**src/hdl/cpuCorePkg.sv**
```systemverilog
// cpu core shared definitions
// data widths, APB address map, command word layout, ALU operations and status flags
package cpuCorePkg;

  // data path widths
  typedef logic [7:0] byteT;
  typedef logic [7:0] addrT;
  typedef logic [1:0] regSelT;

  typedef enum logic [2:0] {
    opLoad = 3'd0,
    opAdc  = 3'd1,
    opSbc  = 3'd2,
    opAnd  = 3'd3,
    opEor  = 3'd4,
    opOr   = 3'd5,
    opLsr  = 3'd6,
    opSetP = 3'd7
  } aluOpT;

  // command word fields, a queue entry keeps the same bit layout
  localparam int CmdOperandLsb = 0;
  localparam int CmdRegLsb = 8;
  localparam int CmdOpLsb = 10;
  localparam int CmdWidth = CmdOpLsb + $bits(aluOpT);

  typedef logic [CmdWidth-1:0] cmdT;

  // target register codes
  localparam regSelT RegSelA = 2'd0;
  localparam regSelT RegSelX = 2'd1;
  localparam regSelT RegSelY = 2'd2;

  localparam int ApbDataWidth = 32;

  // command queue sizing
  localparam int QueueDepth = 4;
  localparam int QueuePtrWidth = $clog2(QueueDepth);
  localparam int QueueCountWidth = $clog2(QueueDepth + 1);

  // APB address map
  localparam addrT AddrCmd = 8'h00;
  localparam addrT AddrA = 8'h04;
  localparam addrT AddrX = 8'h08;
  localparam addrT AddrY = 8'h0C;
  localparam addrT AddrP = 8'h10;

  // status register bit positions
  localparam int FlagN = 7;
  localparam int FlagV = 6;
  localparam int FlagD = 3;
  localparam int FlagZ = 1;
  localparam int FlagC = 0;

  // bits that exist in P, the rest read as zero
  localparam byteT StatusMask =
    byteT'((1 << FlagN) | (1 << FlagV) | (1 << FlagD) | (1 << FlagZ) | (1 << FlagC));

endpackage

```
**src/hdl/aluDecimal.sv**
```systemverilog
// ALU with decimal adjust
// binary and BCD add and subtract, logic ops and shift right, with N V Z C outputs
`timescale 1ns/10ps

module aluDecimal (
  input  cpuCorePkg::aluOpT op,
  input  cpuCorePkg::byteT  a,
  input  cpuCorePkg::byteT  b,
  input  logic              carryIn,
  input  logic              decimalMode,
  output cpuCorePkg::byteT  result,
  output logic              carryOut,
  output logic              overflow,
  output logic              negative,
  output logic              zero
);

  cpuCorePkg::byteT bIn;
  logic [8:0] binSum;
  logic binOverflow;
  logic borrowIn;

  // decimal add, nibble at a time
  logic [4:0] addLo;
  logic [4:0] addHi;
  logic addHalfCarry;
  logic addCarry;
  logic [3:0] addLoAdj;
  logic [3:0] addHiAdj;

  // decimal subtract, nibble at a time
  logic [4:0] subLo;
  logic [4:0] subHi;
  logic subLoBorrow;
  logic subHiBorrow;
  logic [3:0] subLoAdj;
  logic [3:0] subHiAdj;

  // subtract is an add of the inverted operand
  assign bIn = (op == cpuCorePkg::opSbc) ? ~b : b;
  assign binSum = {1'b0, a} + {1'b0, bIn} + 9'(carryIn);
  // same-sign inputs giving an opposite-sign sum
  assign binOverflow = (a[7] == bIn[7]) & (binSum[7] != a[7]);

  assign addLo = {1'b0, a[3:0]} + {1'b0, b[3:0]} + 5'(carryIn);
  assign addHalfCarry = (addLo > 5'd9);
  assign addLoAdj = addHalfCarry ? addLo[3:0] + 4'd6 : addLo[3:0];
  assign addHi = {1'b0, a[7:4]} + {1'b0, b[7:4]} + 5'(addHalfCarry);
  assign addCarry = (addHi > 5'd9);
  assign addHiAdj = addCarry ? addHi[3:0] + 4'd6 : addHi[3:0];

  assign borrowIn = ~carryIn;
  assign subLo = {1'b0, a[3:0]} - {1'b0, b[3:0]} - 5'(borrowIn);
  assign subLoBorrow = subLo[4];
  assign subLoAdj = subLoBorrow ? subLo[3:0] - 4'd6 : subLo[3:0];
  assign subHi = {1'b0, a[7:4]} - {1'b0, b[7:4]} - 5'(subLoBorrow);
  assign subHiBorrow = subHi[4];
  assign subHiAdj = subHiBorrow ? subHi[3:0] - 4'd6 : subHi[3:0];

  always_comb begin
    result = b;
    carryOut = carryIn;
    overflow = 1'b0;
    case (op)
      cpuCorePkg::opLoad: result = b;
      cpuCorePkg::opAdc: begin
        result = decimalMode ? {addHiAdj, addLoAdj} : binSum[7:0];
        carryOut = decimalMode ? addCarry : binSum[8];
        overflow = binOverflow;
      end
      cpuCorePkg::opSbc: begin
        result = decimalMode ? {subHiAdj, subLoAdj} : binSum[7:0];
        // carry set means no borrow
        carryOut = decimalMode ? ~subHiBorrow : binSum[8];
        overflow = binOverflow;
      end
      cpuCorePkg::opAnd: result = a & b;
      cpuCorePkg::opEor: result = a ^ b;
      cpuCorePkg::opOr:  result = a | b;
      cpuCorePkg::opLsr: begin
        result = {1'b0, a[7:1]};
        carryOut = a[0];
      end
      default: result = b;
    endcase
  end

  // N and Z follow the adjusted result
  assign negative = (op == cpuCorePkg::opLsr) ? 1'b0 : result[7];
  assign zero = (result == '0);

endmodule

```
**src/hdl/apbCommandPort.sv**
```systemverilog
// APB command port
// turns command writes into queue pushes and returns register values once the core is idle
`timescale 1ns/10ps

module apbCommandPort (
  input  logic                                  phi2,
  input  logic                                  rstN,
  input  logic                                  psel,
  input  logic                                  penable,
  input  logic                                  pwrite,
  input  cpuCorePkg::addrT                      paddr,
  input  logic [cpuCorePkg::ApbDataWidth-1:0]   pwdata,
  output logic [cpuCorePkg::ApbDataWidth-1:0]   prdata,
  output logic                                  pready,
  output logic                                  pslverr,
  output logic                                  pushValid,
  output cpuCorePkg::cmdT                       pushCmd,
  input  logic                                  full,
  input  logic                                  queueEmpty,
  input  logic                                  busy,
  input  cpuCorePkg::byteT                      regA,
  input  cpuCorePkg::byteT                      regX,
  input  cpuCorePkg::byteT                      regY,
  input  cpuCorePkg::byteT                      regP
);

  logic access;
  logic addrIsCmd;
  logic addrIsReg;
  logic cmdWrite;
  logic regRead;
  logic badAccess;
  logic drained;
  cpuCorePkg::byteT readByte;

  // access phase of a transfer
  assign access = psel & penable;

  // address decode
  assign addrIsCmd = (paddr == cpuCorePkg::AddrCmd);
  assign addrIsReg = (paddr == cpuCorePkg::AddrA) |
                     (paddr == cpuCorePkg::AddrX) |
                     (paddr == cpuCorePkg::AddrY) |
                     (paddr == cpuCorePkg::AddrP);

  assign cmdWrite = pwrite & addrIsCmd;
  assign regRead = ~pwrite & addrIsReg;
  // wrong direction or unmapped address
  assign badAccess = ~(cmdWrite | regRead);

  // push lands on the edge that ends the write
  assign pushValid = access & cmdWrite & ~full;

  // field by field repack of the command word
  assign pushCmd = {
    pwdata[cpuCorePkg::CmdOpLsb +: $bits(cpuCorePkg::aluOpT)],
    pwdata[cpuCorePkg::CmdRegLsb +: $bits(cpuCorePkg::regSelT)],
    pwdata[cpuCorePkg::CmdOperandLsb +: $bits(cpuCorePkg::byteT)]
  };

  // pipeline drain status, sampled one cycle early
  // no push can slip in behind it while a read is open, so it stays exact
  always_ff @(posedge phi2 or negedge rstN) begin
    if (!rstN) begin
      drained <= 1'b0;
    end else begin
      drained <= queueEmpty & ~busy & ~pushValid;
    end
  end

  // writes stall on a full queue, reads stall until every earlier command has retired
  assign pready = access & (badAccess | (cmdWrite & ~full) | (regRead & drained));
  assign pslverr = access & badAccess;

  // read data select
  always_comb begin
    case (paddr)
      cpuCorePkg::AddrA: readByte = regA;
      cpuCorePkg::AddrX: readByte = regX;
      cpuCorePkg::AddrY: readByte = regY;
      cpuCorePkg::AddrP: readByte = regP;
      default:           readByte = '0;
    endcase
  end

  assign prdata = {
    {(cpuCorePkg::ApbDataWidth - $bits(cpuCorePkg::byteT)){1'b0}},
    readByte
  };

endmodule

```
**src/hdl/commandQueue.sv**
```systemverilog
// command queue
// circular FIFO of command entries between the APB port and the execution unit
`timescale 1ns/10ps

module commandQueue (
  input  logic            phi2,
  input  logic            rstN,
  input  logic            pushValid,
  input  cpuCorePkg::cmdT pushCmd,
  output logic            full,
  output logic            popValid,
  output cpuCorePkg::cmdT popCmd,
  input  logic            popReady,
  output logic            empty
);

  cpuCorePkg::cmdT mem [cpuCorePkg::QueueDepth];
  logic [cpuCorePkg::QueuePtrWidth-1:0]   wrPtr;
  logic [cpuCorePkg::QueuePtrWidth-1:0]   rdPtr;
  logic [cpuCorePkg::QueueCountWidth-1:0] count;
  logic doPush;
  logic doPop;

  assign full = (count == cpuCorePkg::QueueCountWidth'(cpuCorePkg::QueueDepth));
  assign empty = (count == '0);
  assign popValid = ~empty;
  assign popCmd = mem[rdPtr];

  assign doPush = pushValid & ~full;
  assign doPop = popValid & popReady;

  // entry storage
  always_ff @(posedge phi2) begin
    if (doPush) begin
      mem[wrPtr] <= pushCmd;
    end
  end

  // pointers wrap at the last slot
  always_ff @(posedge phi2 or negedge rstN) begin
    if (!rstN) begin
      wrPtr <= '0;
      rdPtr <= '0;
      count <= '0;
    end else begin
      if (doPush) begin
        wrPtr <= (wrPtr == cpuCorePkg::QueuePtrWidth'(cpuCorePkg::QueueDepth - 1)) ?
                 '0 : wrPtr + 1'b1;
      end
      if (doPop) begin
        rdPtr <= (rdPtr == cpuCorePkg::QueuePtrWidth'(cpuCorePkg::QueueDepth - 1)) ?
                 '0 : rdPtr + 1'b1;
      end
      // simultaneous push and pop leave the count alone
      if (doPush && !doPop) begin
        count <= count + 1'b1;
      end else if (doPop && !doPush) begin
        count <= count - 1'b1;
      end
    end
  end

endmodule

```
**src/hdl/cpuCoreTop.sv**
```systemverilog
// cpu core top level
// APB command port feeding the command queue and the execution unit
`timescale 1ns/10ps

module cpuCoreTop (
  input  logic                                phi2,
  input  logic                                rstN,
  input  logic                                psel,
  input  logic                                penable,
  input  logic                                pwrite,
  input  cpuCorePkg::addrT                    paddr,
  input  logic [cpuCorePkg::ApbDataWidth-1:0] pwdata,
  output logic [cpuCorePkg::ApbDataWidth-1:0] prdata,
  output logic                                pready,
  output logic                                pslverr
);

  logic pushValid;
  logic full;
  logic popValid;
  logic popReady;
  logic queueEmpty;
  logic busy;
  cpuCorePkg::cmdT pushCmd;
  cpuCorePkg::cmdT popCmd;
  cpuCorePkg::byteT regA;
  cpuCorePkg::byteT regX;
  cpuCorePkg::byteT regY;
  cpuCorePkg::byteT regP;

  apbCommandPort cmdPort (
    .phi2       (phi2),
    .rstN       (rstN),
    .psel       (psel),
    .penable    (penable),
    .pwrite     (pwrite),
    .paddr      (paddr),
    .pwdata     (pwdata),
    .prdata     (prdata),
    .pready     (pready),
    .pslverr    (pslverr),
    .pushValid  (pushValid),
    .pushCmd    (pushCmd),
    .full       (full),
    .queueEmpty (queueEmpty),
    .busy       (busy),
    .regA       (regA),
    .regX       (regX),
    .regY       (regY),
    .regP       (regP)
  );

  commandQueue cmdQueue (
    .phi2      (phi2),
    .rstN      (rstN),
    .pushValid (pushValid),
    .pushCmd   (pushCmd),
    .full      (full),
    .popValid  (popValid),
    .popCmd    (popCmd),
    .popReady  (popReady),
    .empty     (queueEmpty)
  );

  executeUnit execUnit (
    .phi2     (phi2),
    .rstN     (rstN),
    .popValid (popValid),
    .popCmd   (popCmd),
    .popReady (popReady),
    .busy     (busy),
    .regA     (regA),
    .regX     (regX),
    .regY     (regY),
    .regP     (regP)
  );

endmodule

```
**src/hdl/executeUnit.sv**
```systemverilog
// execution unit
// applies queued commands to the A, X, Y and status registers through the ALU
`timescale 1ns/10ps

module executeUnit (
  input  logic             phi2,
  input  logic             rstN,
  input  logic             popValid,
  input  cpuCorePkg::cmdT  popCmd,
  output logic             popReady,
  output logic             busy,
  output cpuCorePkg::byteT regA,
  output cpuCorePkg::byteT regX,
  output cpuCorePkg::byteT regY,
  output cpuCorePkg::byteT regP
);

  cpuCorePkg::cmdT    stagedCmd;
  cpuCorePkg::aluOpT  op;
  cpuCorePkg::regSelT target;
  cpuCorePkg::byteT   operand;
  cpuCorePkg::byteT   targetVal;
  cpuCorePkg::byteT   aluResult;
  cpuCorePkg::byteT   nextP;
  logic aluCarry;
  logic aluOverflow;
  logic aluNegative;
  logic aluZero;

  // every command takes one write-back cycle, so the unit never stalls
  assign popReady = 1'b1;

  // command held for its write-back cycle
  always_ff @(posedge phi2) begin
    if (popValid && popReady) begin
      stagedCmd <= popCmd;
    end
  end

  assign op = cpuCorePkg::aluOpT'(stagedCmd[cpuCorePkg::CmdOpLsb +: $bits(cpuCorePkg::aluOpT)]);
  assign target = stagedCmd[cpuCorePkg::CmdRegLsb +: $bits(cpuCorePkg::regSelT)];
  assign operand = stagedCmd[cpuCorePkg::CmdOperandLsb +: $bits(cpuCorePkg::byteT)];

  // target register feeds the ALU, code 3 falls back to A
  always_comb begin
    case (target)
      cpuCorePkg::RegSelA: targetVal = regA;
      cpuCorePkg::RegSelX: targetVal = regX;
      cpuCorePkg::RegSelY: targetVal = regY;
      default:             targetVal = regA;
    endcase
  end

  aluDecimal alu (
    .op          (op),
    .a           (targetVal),
    .b           (operand),
    .carryIn     (regP[cpuCorePkg::FlagC]),
    .decimalMode (regP[cpuCorePkg::FlagD]),
    .result      (aluResult),
    .carryOut    (aluCarry),
    .overflow    (aluOverflow),
    .negative    (aluNegative),
    .zero        (aluZero)
  );

  // flag update per operation
  always_comb begin
    nextP = regP;
    case (op)
      cpuCorePkg::opSetP: nextP = operand & cpuCorePkg::StatusMask;
      cpuCorePkg::opAdc, cpuCorePkg::opSbc: begin
        nextP[cpuCorePkg::FlagC] = aluCarry;
        nextP[cpuCorePkg::FlagV] = aluOverflow;
        nextP[cpuCorePkg::FlagN] = aluNegative;
        nextP[cpuCorePkg::FlagZ] = aluZero;
      end
      cpuCorePkg::opLsr: begin
        nextP[cpuCorePkg::FlagC] = aluCarry;
        nextP[cpuCorePkg::FlagN] = aluNegative;
        nextP[cpuCorePkg::FlagZ] = aluZero;
      end
      default: begin
        nextP[cpuCorePkg::FlagN] = aluNegative;
        nextP[cpuCorePkg::FlagZ] = aluZero;
      end
    endcase
  end

  // write-back, one cycle after the pop
  always_ff @(posedge phi2 or negedge rstN) begin
    if (!rstN) begin
      busy <= 1'b0;
      regA <= '0;
      regX <= '0;
      regY <= '0;
      regP <= '0;
    end else begin
      busy <= popValid & popReady;
      if (busy) begin
        regP <= nextP;
        if (op != cpuCorePkg::opSetP) begin
          case (target)
            cpuCorePkg::RegSelX: regX <= aluResult;
            cpuCorePkg::RegSelY: regY <= aluResult;
            default:             regA <= aluResult;
          endcase
        end
      end
    end
  end

endmodule

```
**config.mk**
```make
export PLATFORM = sky130hd
export DESIGN_NAME = cpuCoreTop
export DESIGN_NICKNAME = d
export VERILOG_FILES = /design/src/hdl/cpuCorePkg.sv /design/src/hdl/aluDecimal.sv /design/src/hdl/apbCommandPort.sv /design/src/hdl/commandQueue.sv /design/src/hdl/cpuCoreTop.sv /design/src/hdl/executeUnit.sv
export SDC_FILE = /design/constraint.sdc
export NUM_CORES = 1
export LEC_CHECK = 0
export BUFFER_PORTS_ARGS = -buffer_cell sky130_fd_sc_hd__buf_2
export CORE_MARGIN = 4
export CORE_UTILIZATION = 24
export CTS_BUF_LIST = sky130_fd_sc_hd__clkbuf_8
export DETAILED_ROUTE_END_ITERATION = 16
export PLACE_DENSITY_LB_ADDON = 0.1
export SYNTH_ARGS = -nofsm -noshare
export SYNTH_HDL_FRONTEND = slang
export SYNTH_HIERARCHICAL = 1
export SYNTH_SLANG_ARGS = --single-unit
export TNS_END_PERCENT = 5
```
**constraint.sdc**
```tcl
create_clock -name phi2 -period 7.4 [get_ports phi2]
set_input_delay 0.37 -clock phi2 [delete_from_list [all_inputs] [get_ports phi2]]
set_output_delay 0.37 -clock phi2 [all_outputs]
set_load 0.05 [all_outputs]
```
==> results by stage <==
Run status:
- The flow ran to the end, and the final reports show no timing, DRC or antenna violations.

Floorplan:
- The full die area is 33200 um2.
- In this run the horizontal extent of the chip is 182 um.
- The number of cell rows is 63.
- The area of the core is 29800 um2.
- The effective utilization at floorplan is 24.4%.
- The top-level I/O count is 79.
- The vertical die dimension is 182 um.

Route:
- The total length of routed wires is 18.7 mm.
- After detailed routing, the average wire length per cell comes to 17.8 um.
- The remaining antenna violation count is 0.
- In the routed design, unresolved DRC markers number 0.
- After the first detailed-routing iteration, the DRC count stood at 289.
- Across all layers, the routed design uses 4849 vias.
- Using the TritonRoute via totals, the vias-per-cell ratio works out to 4.63.
- The first-pass detailed-route iteration total is 4.

Critical path:
- The critical path contains buffers and inverters numbering 3 combined.
- By instance count, the cell type seen most on the critical path is sky130_fd_sc_hd__fa_1.
- The largest stage delay on the critical path is 0.53 ns.
- The class of the most critical setup path is register to register.
- The type of origin of the critical path is a register.
- The maximum net fanout on the critical path is 5.
- The type of destination of the critical path is a register.
- The arrival time reported for the critical path endpoint is 7.02 ns.
- For the worst setup path, the data required time is 7.72 ns.
- The largest individual stage delay along the critical path comes from the cell sky130_fd_sc_hd__fa_1.
- In this design, the largest share of critical-path delay is due to compound AO/OA/AOI/OAI gates.

Placed design:
- Buffers placed on the I/O ports in this run total 35.
- The congestion estimate from routability-driven global placement came to 0.880.
- The post-DP HPWL is 13.9 mm.
- The post-placement cell count is 1032.
- Before CTS, the worst setup slack after placement is 0.563 ns.

Yosys:
- The xor and xnor area share after synthesis is 3.49%.
- The fraction of synthesized cell area taken by the top area cell type is 26.8%.
- During synthesis, Yosys emitted a total of 6 warnings.
- The number of enable-type register cells in the synthesized netlist is 65.
- Summing the areas of all and, or, nand and nor instances in the mapped netlist gives 11.5% of the synthesized area.
- Summing the areas of all compound-gate instances in the mapped netlist gives 14.0% of the synthesized area.
- The number of different library cells used by synthesis comes to 84.
- The primary flip-flop cell chosen by synthesis mapping is sky130_fd_sc_hd__edfxtp_1.
- Sequential cells were found to cover 39.9% of the synthesized design area.
- Of the total synthesized cell area, the portion taken by full adders, half adders and majority gates is 11.4%.
- The number of instances in the synthesized netlist is 636.
- Of the post-synthesis cell area, the part taken by muxes is 11.2%.
- The synthesized design contains 103 register bits.
- The async set-or-reset flop fraction in the synthesized netlist is 36.9%.
- By area, the combinational part of the netlist is dominated by compound AO/OA/AOI/OAI gates.
- Averaged over all synthesized cells, the footprint is 11.4 um2.
- By area the synthesized netlist is led by sky130_fd_sc_hd__edfxtp_1 (27%), sky130_fd_sc_hd__dfrtp_1 (13%), sky130_fd_sc_hd__ha_1 (8.4%), sky130_fd_sc_hd__buf_4 (4.2%), sky130_fd_sc_hd__mux4_2 (4.0%).
- The post-synthesis instance area is 7280 um2.
- The cell type contributing the most total cell area after synthesis is sky130_fd_sc_hd__edfxtp_1.

Run:
- The number of maximum-capacitance violations is 0.

Global route:
- Entering global routing, the biggest net connects 39 pins.
- Global routing consumed, over all layers together, 11.2% of the routing resources.
- The first global-routing pass estimated 28.9 mm of wire.
- The number of global-route vias before repair was 4988.
- The total congestion overflow is 0.
- The number of antenna violations at the first check in global routing was 0.

Timing:
- For the pin with the worst max-slew slack, the measured transition is 1.01 ns.
- The max-slew violation total from the final report is 0.
- The setup-violating endpoint count in the final report is 0.
- The final hold violation count is 0.
- Setup repair after global routing left no endpoint under its margin.
- The largest clock skew in the final design is 0.0173 ns.
- The tightest slew margin relative to the limit is 32.7%.
- The final critical path takes up 90.6% of the cycle.
- The accumulated negative setup slack is 0 ns.
- The final-layout worst hold slack is 0.0881 ns.
- The achievable clock frequency is 149 MHz.
- Subtracting the final worst setup slack from the clock period gives 6.70 ns.
- Across all setup checks in the final design, the least slack found is 0.697 ns.

CTS:
- The H-tree was split into 3 levels.
- The maximum clock path buffer count is 2.
- Clock latency on the worst-skew pair, taken at its later pin, is 0.38 ns.
- The clock transition at the register clock pins on the worst setup and hold paths after CTS is 0.12 ns.
- Clock tree synthesis selected as its root buffer the cell sky130_fd_sc_hd__clkbuf_8.
- The clock drives 103 sinks.
- Counting the buffers created by CTS gives 9.
- The clock tree from TritonCTS is done.

Worst hold path:
- The path class of the lowest-slack min-delay path is input port to async pin.

Final layout:
- Counting the fill cells in the layout gives 3129.
- The final cell count without fillers is 1048.
- Of the cells placed in the final design, the portion with a size suffix greater than 1 is 21.4%.
- After the last flow step, the layout net total stands at 758.
- The leading cell type in the layout, fill and taps excluded is sky130_fd_sc_hd__edfxtp_1.
- The multi-input combinational cell area is 3870 um2.
- The area taken by flip-flops and latches is 2900 um2.
- The final antenna diode count is 0.
- The area overhead of the layout relative to synthesis is 8.35%.
- The top cell types in the final layout, fill and taps aside, are sky130_fd_sc_hd__edfxtp_1 (65), sky130_fd_sc_hd__ha_1 (49), sky130_fd_sc_hd__dfrtp_1 (38), sky130_fd_sc_hd__inv_1 (38).
-- cells in the mapped netlist (13+ instances only) --
library cell               instances
sky130_fd_sc_hd__ha_1             49
sky130_fd_sc_hd__o21ai_0          36
sky130_fd_sc_hd__edfxtp_1         65
sky130_fd_sc_hd__nor2_1           36
sky130_fd_sc_hd__buf_4            41
sky130_fd_sc_hd__inv_1            38
sky130_fd_sc_hd__mux4_2           13
sky130_fd_sc_hd__xnor2_1          21
sky130_fd_sc_hd__mux2_2           22
sky130_fd_sc_hd__a21oi_1          20
sky130_fd_sc_hd__nand2_1          23
sky130_fd_sc_hd__dfrtp_1          38
-- path summary, 6_finish.rpt --
kind	startpoint	end	slack (ns)	depth (start not counted)
min reg2reg	cmdQueue/count[2]$_DFFE_PN0P_	cmdQueue/count[2]$_DFFE_PN0P_	0.50	1
max reg2reg	execUnit/stagedCmd[8]$_DFFE_PP_	execUnit/regP[0]$_DFFE_PN0P_	0.70	27
min in group phi2	pwdata[12]	cmdQueue/mem[0][12]$_DFFE_PP_	0.19	1
min	rstN	execUnit/regY[1]$_DFFE_PN0P_	0.09	1
max in group asynchronous	rstN	cmdQueue/rdPtr[0]$_DFFE_PN0P_	6.74	1
max	execUnit/stagedCmd[8]$_DFFE_PP_	execUnit/regP[0]$_DFFE_PN0P_	0.70	27
-- per-stage QoR --
step | area, um2 | util (%)
floorplan | 7370 | -
global placement | 7660 | 25.7
detailed placement | 7660 | 25.7
CTS | 7880 | 26.4
global route | 7890 | 26.5
finish | 7890 | 26.5
-- area by class of cell --
cell class / instances / share of cell area [%]
flip-flops and latches: 103 / 36.8
clock inverters: 7 / 1.25
multi-input cells: 455 / 49.1
inverters: 38 / 1.81
well taps: 390 / 6.19
clock buffers: 9 / 1.57
repair buffers: 46 / 3.27
-- routing by layer --
layer	up-vias	GRT usage, %	routed length, um
li1	2316	-	-
met1	2426	14.4	8450
met2	90	19.6	9380
met3	17	1.85	557
met4	0	2.52	265
met5	-	0	0
-- logic make-up (layout without fill, tap and decap cells) --
group / Yosys count / after routing
flops: 103 / 103
buf+inv: 103 / 100
fa+ha+maj: 60 / 60
other cells: 3 / 28
mux: 57 / 57
xor+xnor: 29 / 29
simple gates: 139 / 139
compound gates: 142 / 142
-- flip-flops by register name (all words and copies together), names as in the netlist --
signal,count
execUnit/stagedCmd,13
cmdQueue/mem,52
execUnit/busy,1
cmdQueue/count,3
execUnit/regX,8
cmdQueue/wrPtr,2
cmdPort/drained,1
execUnit/regA,8
execUnit/regP,5
execUnit/regY,8
cmdQueue/rdPtr,2
-- worst reg2reg max path: cells and delay by family, from the launching register on --
kind / cells / cell delay [ns]
AOI/OAI and AO/OA: 12 / 2.69
xor gates and xnor gates: 2 / 0.54
DFF: 1 / 0.37
adders and majority gates: 7 / 2.45
buffers and inverters: 3 / 0.38
and+or+nand+nor: 3 / 0.21
-- what timing repair did --
action,4_1_cts,5_1_grt
resized for setup,0,2
hold buffers,0,0
setup buffers,0,0
setup endpoints to repair,0,1
Power is left out: the tool's default activity adds up to more than one toggle a clock period on the data nets, which glitch-free logic cannot reach.
